==> src/hdl/invaders_pkg.sv <==
//==============================
// Row 0 is the ship row and row 7 the top; bit 0 is the rightmost column
// Levels run from 1 to LEVEL_COUNT and index the formation table directly
//==============================
package invaders_pkg;

	localparam int MATRIX_SIZE = 8;                  // Rows and columns of the LED matrix
	localparam int LEVEL_COUNT = 3;                  // Last level, clearing it wins the game

	typedef logic [MATRIX_SIZE-1:0] row_t;           // One matrix row, bit 0 at the right
	typedef logic [2:0] row_addr_t;                  // Row number 0 to 7
	typedef row_t [MATRIX_SIZE-1:1] field_t;         // Alien rows 7 down to 1
	typedef row_t [MATRIX_SIZE-1:1] shots_t;         // Shot rows, same shape as the field
	typedef logic [1:0] level_t;                     // Current level 1 to 3

	localparam row_addr_t INVADE_ROW = 3'd1;         // An alien here means the ship is overrun

	//==============================
	// Start formations
	//==============================
	localparam row_t ROW_EMPTY  = 8'b0000_0000;
	localparam row_t ROW_NARROW = 8'b0011_1100;      // Columns 2 to 5
	localparam row_t ROW_WIDE   = 8'b0111_1110;      // Columns 1 to 6

	localparam field_t LEVEL_FORMATION [1:LEVEL_COUNT] = '{
		{ROW_NARROW, ROW_NARROW, {5{ROW_EMPTY}}},        // Two rows of four
		{ROW_NARROW, ROW_NARROW, ROW_NARROW, {4{ROW_EMPTY}}},
		{ROW_WIDE, ROW_WIDE, ROW_WIDE, {4{ROW_EMPTY}}}   // Three rows of six
	};

	typedef enum logic [2:0] {
		IDLE,
		LOAD,
		PLAY,
		WON,
		LOST
	} game_state_e;

	typedef struct packed {
		level_t level;
		logic   playing;
		logic   won;
		logic   lost;
	} status_t;

	typedef struct packed {
		row_addr_t addr;                             // Row this beat belongs to
		row_t      data;                             // Lit columns of that row
	} row_beat_t;

endpackage

==> src/hdl/alien_field.sv <==
//==============================
// Hit clearing is applied to the field after any march move of the same cycle
//==============================
module alien_field (
	input  logic                 clock_50,
	input  logic                 rst_n,
	input  logic                 load,
	input  invaders_pkg::level_t level,
	input  logic                 march_tick,
	input  invaders_pkg::field_t hit_mask,
	output invaders_pkg::field_t field
);

	localparam int MSB = invaders_pkg::MATRIX_SIZE - 1;

	invaders_pkg::field_t moved;
	logic dir_right;                                 // Current march direction
	logic at_edge;                                   // Some alien sits on the column ahead of the march

	//==============================
	// Next position
	//==============================
	always_comb begin
		at_edge = 1'b0;
		for (int r = 1; r <= MSB; r++) begin
			if (dir_right) begin
				at_edge = at_edge | field[r][0];
			end else begin
				at_edge = at_edge | field[r][MSB];
			end
		end

		moved = field;
		if (march_tick) begin
			if (at_edge) begin
				// Step down one row, the top row becomes empty
				moved = {invaders_pkg::row_t'(0), field[MSB:2]};
			end else begin
				for (int r = 1; r <= MSB; r++) begin
					if (dir_right) begin
						moved[r] = field[r] >> 1;       // Toward column 0
					end else begin
						moved[r] = field[r] << 1;
					end
				end
			end
		end
	end

	//==============================
	// Formation register
	//==============================
	always_ff @(posedge clock_50) begin
		if (!rst_n) begin
			field     <= '0;
			dir_right <= 1'b1;
		end else if (load) begin
			field     <= invaders_pkg::LEVEL_FORMATION[level]; // Fresh formation for this level
			dir_right <= 1'b1;                       // Every level starts marching right
		end else begin
			field <= moved & ~hit_mask;
			if (march_tick && at_edge) begin
				dir_right <= !dir_right;             // Turn around after the step down
			end
		end
	end

endmodule

==> src/hdl/frame_streamer.sv <==
//==============================
// All sources are sampled together when the row 0 beat is loaded
// so a frame stays whole under back-pressure
//==============================
module frame_streamer (
	input  logic                    clock_50,
	input  logic                    rst_n,
	input  invaders_pkg::field_t    field,
	input  invaders_pkg::shots_t    shots,
	input  invaders_pkg::row_t      ship_row,
	input  logic                    row_ready,
	output logic                    row_valid,
	output invaders_pkg::row_beat_t row_beat
);

	invaders_pkg::field_t    frame_q;                // Rows 7 to 1 of the frame on its way out
	invaders_pkg::field_t    composed;
	invaders_pkg::row_addr_t next_addr;              // Row of the next beat to load
	invaders_pkg::row_t      beat_data;
	logic                    load_beat;

	assign composed  = field | shots;                // Aliens and shots share rows 7 to 1
	assign load_beat = !row_valid || row_ready;      // Output slot is empty or being taken

	always_comb begin
		if (next_addr == '0) begin
			beat_data = ship_row;                    // Row 0 goes straight out at capture
		end else begin
			beat_data = frame_q[next_addr];
		end
	end

	//==============================
	// Stream control
	//==============================
	always_ff @(posedge clock_50) begin
		if (!rst_n) begin
			row_valid <= 1'b0;
			next_addr <= '0;
		end else if (load_beat) begin
			row_valid <= 1'b1;                       // Frames repeat without end
			next_addr <= next_addr + 1'b1;           // Wraps from 7 back to 0
		end
	end

	always_ff @(posedge clock_50) begin
		if (load_beat) begin
			row_beat.addr <= next_addr;
			row_beat.data <= beat_data;
			if (next_addr == '0) begin
				frame_q <= composed;
			end
		end
	end

endmodule

==> src/hdl/game_ctrl.sv <==
//==============================
// start is a one cycle pulse and is only seen in IDLE, WON and LOST
// invaded wins over cleared when both rise in the same cycle
//==============================
module game_ctrl (
	input  logic                  clock_50,
	input  logic                  rst_n,
	input  logic                  start,
	input  logic                  cleared,
	input  logic                  invaded,
	output logic                  load,
	output logic                  playing,
	output invaders_pkg::level_t  level,
	output invaders_pkg::status_t status
);

	localparam invaders_pkg::level_t FIRST_LEVEL = 2'd1;
	localparam invaders_pkg::level_t LAST_LEVEL  = invaders_pkg::level_t'(invaders_pkg::LEVEL_COUNT);

	invaders_pkg::game_state_e state;
	invaders_pkg::game_state_e state_nxt;
	invaders_pkg::level_t      level_nxt;

	//==============================
	// Next state
	//==============================
	always_comb begin
		state_nxt = state;
		level_nxt = level;
		case (state)
			invaders_pkg::IDLE: begin
				if (start) begin
					state_nxt = invaders_pkg::LOAD;
				end
			end
			invaders_pkg::LOAD: begin
				state_nxt = invaders_pkg::PLAY;      // Formation is in place after one cycle
			end
			invaders_pkg::PLAY: begin
				if (invaded) begin
					state_nxt = invaders_pkg::LOST;
				end else if (cleared) begin
					if (level == LAST_LEVEL) begin
						state_nxt = invaders_pkg::WON;
					end else begin
						state_nxt = invaders_pkg::LOAD;
						level_nxt = level + 1'b1;    // Next level loads with a faster march
					end
				end
			end
			invaders_pkg::WON,
			invaders_pkg::LOST: begin
				if (start) begin
					state_nxt = invaders_pkg::LOAD;
					level_nxt = FIRST_LEVEL;         // A new game always starts over
				end
			end
			default: begin
				state_nxt = invaders_pkg::IDLE;
			end
		endcase
	end

	//==============================
	// State and level registers
	//==============================
	always_ff @(posedge clock_50) begin
		if (!rst_n) begin
			state <= invaders_pkg::IDLE;
			level <= FIRST_LEVEL;
		end else begin
			state <= state_nxt;
			level <= level_nxt;
		end
	end

	assign load    = (state == invaders_pkg::LOAD);
	assign playing = (state == invaders_pkg::PLAY);

	always_comb begin
		status.level   = level;
		status.playing = playing;
		status.won     = (state == invaders_pkg::WON);
		status.lost    = (state == invaders_pkg::LOST);
	end

endmodule

==> src/hdl/hit_detect.sv <==
//==============================
// cleared and invaded follow the field without delay
// bullet_hit lags the overlap by one cycle
//==============================
module hit_detect (
	input  logic                 clock_50,
	input  logic                 rst_n,
	input  logic                 playing,
	input  invaders_pkg::field_t field,
	input  invaders_pkg::shots_t shots,
	output invaders_pkg::field_t hit_mask,
	output logic                 bullet_hit,
	output logic                 cleared,
	output logic                 invaded
);

	always_comb begin
		if (playing) begin
			hit_mask = field & shots;                // Aliens touched by a shot this cycle
		end else begin
			hit_mask = '0;                           // Shots do nothing outside play
		end
	end

	assign cleared = ~|field;                        // No alien left on the field
	assign invaded = |field[invaders_pkg::INVADE_ROW];

	always_ff @(posedge clock_50) begin
		if (!rst_n) begin
			bullet_hit <= 1'b0;
		end else begin
			bullet_hit <= |hit_mask;                 // Pulses once per hit, the hit aliens are gone next cycle
		end
	end

endmodule

==> src/hdl/invaders_top.sv <==
//==============================
// shots and ship_row are sampled every cycle, only the row stream handshakes
//==============================
module invaders_top #(
	parameter int MOVE_PERIOD = 64
) (
	input  logic                    clock_50,
	input  logic                    rst_n,
	input  logic                    start,
	input  invaders_pkg::shots_t    shots,
	input  invaders_pkg::row_t      ship_row,
	input  logic                    row_ready,
	output invaders_pkg::status_t   status,
	output logic                    bullet_hit,
	output logic                    row_valid,
	output invaders_pkg::row_beat_t row_beat
);

	invaders_pkg::level_t level;
	invaders_pkg::field_t field;
	invaders_pkg::field_t hit_mask;
	logic load;
	logic playing;
	logic march_tick;
	logic cleared;
	logic invaded;

	game_ctrl u_game_ctrl (                          // Game FSM and level register
		.clock_50 (clock_50),
		.rst_n    (rst_n),
		.start    (start),
		.cleared  (cleared),
		.invaded  (invaded),
		.load     (load),
		.playing  (playing),
		.level    (level),
		.status   (status)
	);

	march_timer #(
		.MOVE_PERIOD (MOVE_PERIOD)
	) u_march_timer (                                // March speed of the current level
		.clock_50   (clock_50),
		.rst_n      (rst_n),
		.playing    (playing),
		.level      (level),
		.march_tick (march_tick)
	);

	alien_field u_alien_field (
		.clock_50   (clock_50),
		.rst_n      (rst_n),
		.load       (load),
		.level      (level),
		.march_tick (march_tick),
		.hit_mask   (hit_mask),
		.field      (field)
	);

	hit_detect u_hit_detect (
		.clock_50   (clock_50),
		.rst_n      (rst_n),
		.playing    (playing),
		.field      (field),
		.shots      (shots),
		.hit_mask   (hit_mask),
		.bullet_hit (bullet_hit),
		.cleared    (cleared),
		.invaded    (invaded)
	);

	frame_streamer u_frame_streamer (                // Display port toward the matrix driver
		.clock_50  (clock_50),
		.rst_n     (rst_n),
		.field     (field),
		.shots     (shots),
		.ship_row  (ship_row),
		.row_ready (row_ready),
		.row_valid (row_valid),
		.row_beat  (row_beat)
	);

endmodule

==> src/hdl/march_timer.sv <==
//==============================
// MOVE_PERIOD must be at least 4 so that level 3 still has a nonzero period
//==============================
module march_timer #(
	parameter int MOVE_PERIOD = 64
) (
	input  logic                 clock_50,
	input  logic                 rst_n,
	input  logic                 playing,
	input  invaders_pkg::level_t level,
	output logic                 march_tick
);

	localparam int CNT_W = $clog2(MOVE_PERIOD + 1);

	logic [CNT_W-1:0] count;
	logic [CNT_W-1:0] period;

	assign period = CNT_W'(MOVE_PERIOD >> (level - 2'd1)); // Each level halves the period

	always_ff @(posedge clock_50) begin
		if (!rst_n || !playing) begin
			count      <= '0;                        // Restart so every level begins with a full wait
			march_tick <= 1'b0;
		end else if (count >= period - 1'b1) begin
			count      <= '0;                        // Also catches a period that shrank mid count
			march_tick <= 1'b1;
		end else begin
			count      <= count + 1'b1;
			march_tick <= 1'b0;
		end
	end

endmodule

==> config.mk <==
export PLATFORM = sky130hd
export DESIGN_NAME = invaders_top
export DESIGN_NICKNAME = d
export VERILOG_FILES = /design/src/hdl/invaders_pkg.sv /design/src/hdl/alien_field.sv /design/src/hdl/frame_streamer.sv /design/src/hdl/game_ctrl.sv /design/src/hdl/hit_detect.sv /design/src/hdl/invaders_top.sv /design/src/hdl/march_timer.sv
export SDC_FILE = /design/constraint.sdc
export NUM_CORES = 1
export LEC_CHECK = 0
export BUFFER_PORTS_ARGS = -buffer_cell sky130_fd_sc_hd__buf_2
export CAP_MARGIN = 15
export CORE_ASPECT_RATIO = 1.25
export CORE_MARGIN = 2
export CORE_UTILIZATION = 38
export DETAILED_ROUTE_END_ITERATION = 7
export MAX_ROUTING_LAYER = met4
export SLEW_MARGIN = 20
export SYNTH_ARGS = -nofsm -noshare
export SYNTH_HDL_FRONTEND = slang
export SYNTH_SLANG_ARGS = --single-unit
==> constraint.sdc <==
create_clock -name clock_50 -period 5.75 [get_ports clock_50]
set_input_delay 0.2875 -clock clock_50 [delete_from_list [all_inputs] [get_ports clock_50]]
set_output_delay 0.2875 -clock clock_50 [all_outputs]
set_load 0.01 [all_outputs]
==> run metrics <==
GRT Overall Usage=22.57%; Reg power frac=46.7%; critical path depth=6; number of max-cap violations=0; Rows=57; Die Height=162.2 µm; GRT Residual Overflow=0; Req. time, crit path=6.06 ns; Starting DRT DRC Count=659; Avg Vias per Cell=5.770; Mapped Nets=841; start of the worst register-to-register path=u_alien_field.dir_right$_SDFFE_PP1P_; Post-Route WL=22.86 mm; R2R depth=6; Worst setup SP type=flip-flop; CP max FO=36; cell-internal power=1.880 mW; synthesis-stage register bit count=142; top_reg_cell synth=dfxtp_1; DRC=0; DR pass1 iterations=8; CP peak stage delay=0.73 ns; Sw Pwr=0.6739 mW; Post-CTS Setup Inserts=0; CTS buffer count=17; H-tree depth=4; floorplan core area=19540 µm²; hold buffers post-CTS=0; most common cell after layout, fill and taps aside=a21oi_1; Slew @ Worst Pin=0.9663 ns; pre-CTS setup slack=3.036 ns; initial antenna violation count=0; Reg clk slew, reported paths=0.06 ns; I/O pin count=86; top cells by area, synth=edfxtp_1 (26%), dfxtp_1 (20%), a21oi_1 (6.4%); reg-to-reg endpoint=u_alien_field.field[43]$_SDFF_PN0_; post-place instance area=8165 µm²; # resized after CTS=0; Synth async-reset ratio=0%; largest net degree at the start of global routing=57; final instance area=8738 µm²; WP buf/inv=1; nets=897; cell taking the most area after synthesis=edfxtp_1; die width=130.6 µm; IO Port Bufs=85; crit-path leading delay family=simple AND/OR/NAND/NOR gates; Final setup viols=0; unrepaired setup endpoints after global routing=no; commonest cells after routing, fill and taps aside=a21oi_1 (97), buf_2 (85), dfxtp_1 (73); synthesized area=7609 µm²; Crit. Startpoint=u_alien_field.dir_right$_SDFFE_PP1P_; worst hold path type=in2reg; Post-synth EDFFs=67; Routed Antenna Nets=0; worst-path cell chain=buf_4 -> nor4_1 -> and2_1 -> nor2_8 -> mux2i_1 -> a22oi_1; starting density of the core=38.94%; min-delay src=shots[5]; VDD IR max=166.0 µV; Setup TNS=0 ns; Static Leak=3.467 nW; vias in the first global route=5901; GP Congestion=0.9406; first-pass GRT wire length=34.50 mm; PwrDens=292.2 nW/µm²; R2R Setup Slk=2.97 ns; clk buf depth=2; Die ar.=21180 µm²; Post-Synthesis Cells=762; Util after Layout=44.72%; Tcrit/Tclk final=48.27%; WHS Path Cells=2; Vias=6324; hold_ws=0.1422 ns; Synth top area share=26.44%; CTS sink count=142; outcome=finished clean; worst slew margin relative to its limit=35.42%; CTS root buf=clkbuf_16; Syn Area/Cell=9.985 µm²; Non-Filler Instances=1096; layout cells sized above 1=26.59%; Hold Path End=u_frame_streamer.frame_q[5]$_DFFE_PP_; Slowest-stage cell, CP=dfxtp_2; CTS tree=yes; Clock Latency Late Sink=0.43 ns; drt wl/cell=20.86 µm; ANT cells=0; Final Hold Vio Count=0; Yosys warning total=0; sw frac=26.39%; Final min period=2.776 ns; fmax=0.3603 GHz; Netlist cell types=55; crit path DAT=3.09 ns; fill count=1939; Placed Instances=1064; clock share of power=42.2%; clk_skew=0.006814 ns; combinational share of power=11.1%; synth-to-layout area growth=14.85%; CP endpoint kind=flip-flop; fin. max-slew vios=0; total power=2.554 mW; post-DP HPWL=16.57 mm; Setup WS post-layout=2.974 ns; post-synthesis sequential area ratio=46.18%; kind of critical path=reg2reg
[logic make-up (layout without fill, tap and decap cells)]
logic type	after synthesis	in the layout	synth area share, %
multiplexers	73	73	11.26
adder cells (fa/ha/maj)	11	11	1.809
flip-flops	142	142	46.18
XOR/XNOR	8	8	0.9209
AND/OR/NAND/NOR	231	231	16.68
AO/OA/AOI/OAI	233	233	19.26
buffers and inverters	64	133	3.897
[layout make-up]
class                           instances  area [µm²]  area share, %
Sequential cell                       142        3516          40.23
Tap cell                              265       331.6          3.794
Clock buffer                           17       425.4          4.868
Clock inverter                         15       147.6          1.690
Timing Repair Buffer                   91       470.5          5.384
Inverter                               10       37.54         0.4296
Multi-Input combinational cell        556        3810          43.60
[synthesized netlist by cell type, types with 8 or more instances]
| cell type | count |
|---|---|
| or2_2 | 56 |
| edfxtp_1 | 67 |
| o22ai_1 | 8 |
| dfxtp_1 | 75 |
| buf_2 | 8 |
| o21ai_0 | 28 |
| clkbuf_1 | 38 |
| ha_1 | 11 |
| nor2_1 | 33 |
| a31oi_1 | 12 |
| nor4_1 | 13 |
| mux2i_1 | 44 |
| nand2_1 | 64 |
| o21a_1 | 12 |
| a21oi_1 | 97 |
| a22oi_1 | 30 |
| nand3_1 | 15 |
| and2_1 | 8 |
| mux2_2 | 20 |
| mux4_2 | 8 |
| inv_1 | 10 |
| nand4_1 | 12 |
| o221ai_1 | 32 |
[registers in the layout, summed over array words and instances (netlist names)]
name,count
u_march_timer.count,7
u_frame_streamer.next_addr,3
u_march_timer.march_tick,1
u_alien_field.field,56
u_frame_streamer.row_valid,1
u_alien_field.dir_right,1
u_frame_streamer.row_beat,11
u_game_ctrl.level,2
u_frame_streamer.frame_q,56
u_hit_detect.bullet_hit,1
u_game_ctrl.state,3
[layer usage]
metal  wire length [µm]  track usage [%]
met1               9582            27.92
met2              10690            35.09
met3               1496            4.809
met4               1085            10.83
met5                  0                -
[how the worst max path moves through the flow]
stage	to	slack (ns)
global route	u_alien_field.field[51]$_SDFF_PN0_	2.82
CTS	u_alien_field.field[35]$_SDFF_PN0_	3.02
floorplan	u_frame_streamer.frame_q[0]$_DFFE_PP_	1.56
finish	u_alien_field.field[43]$_SDFF_PN0_	2.97
global placement	u_alien_field.field[51]$_SDFF_PN0_	3.07
detailed placement	u_alien_field.field[52]$_SDFF_PN0_	3.04
[power by group through the flow]
stage	logic (mW)	registers [mW]	clock network [mW]
2_1_floorplan	0.182	1.20	0
3_3_place_gp	0.283	1.21	0
3_5_place_dp	0.283	1.21	0
4_1_cts	0.284	1.19	1.09
5_1_grt	0.307	1.20	1.13
6_report	0.284	1.19	1.08
(Power assumes the default switching activity.)
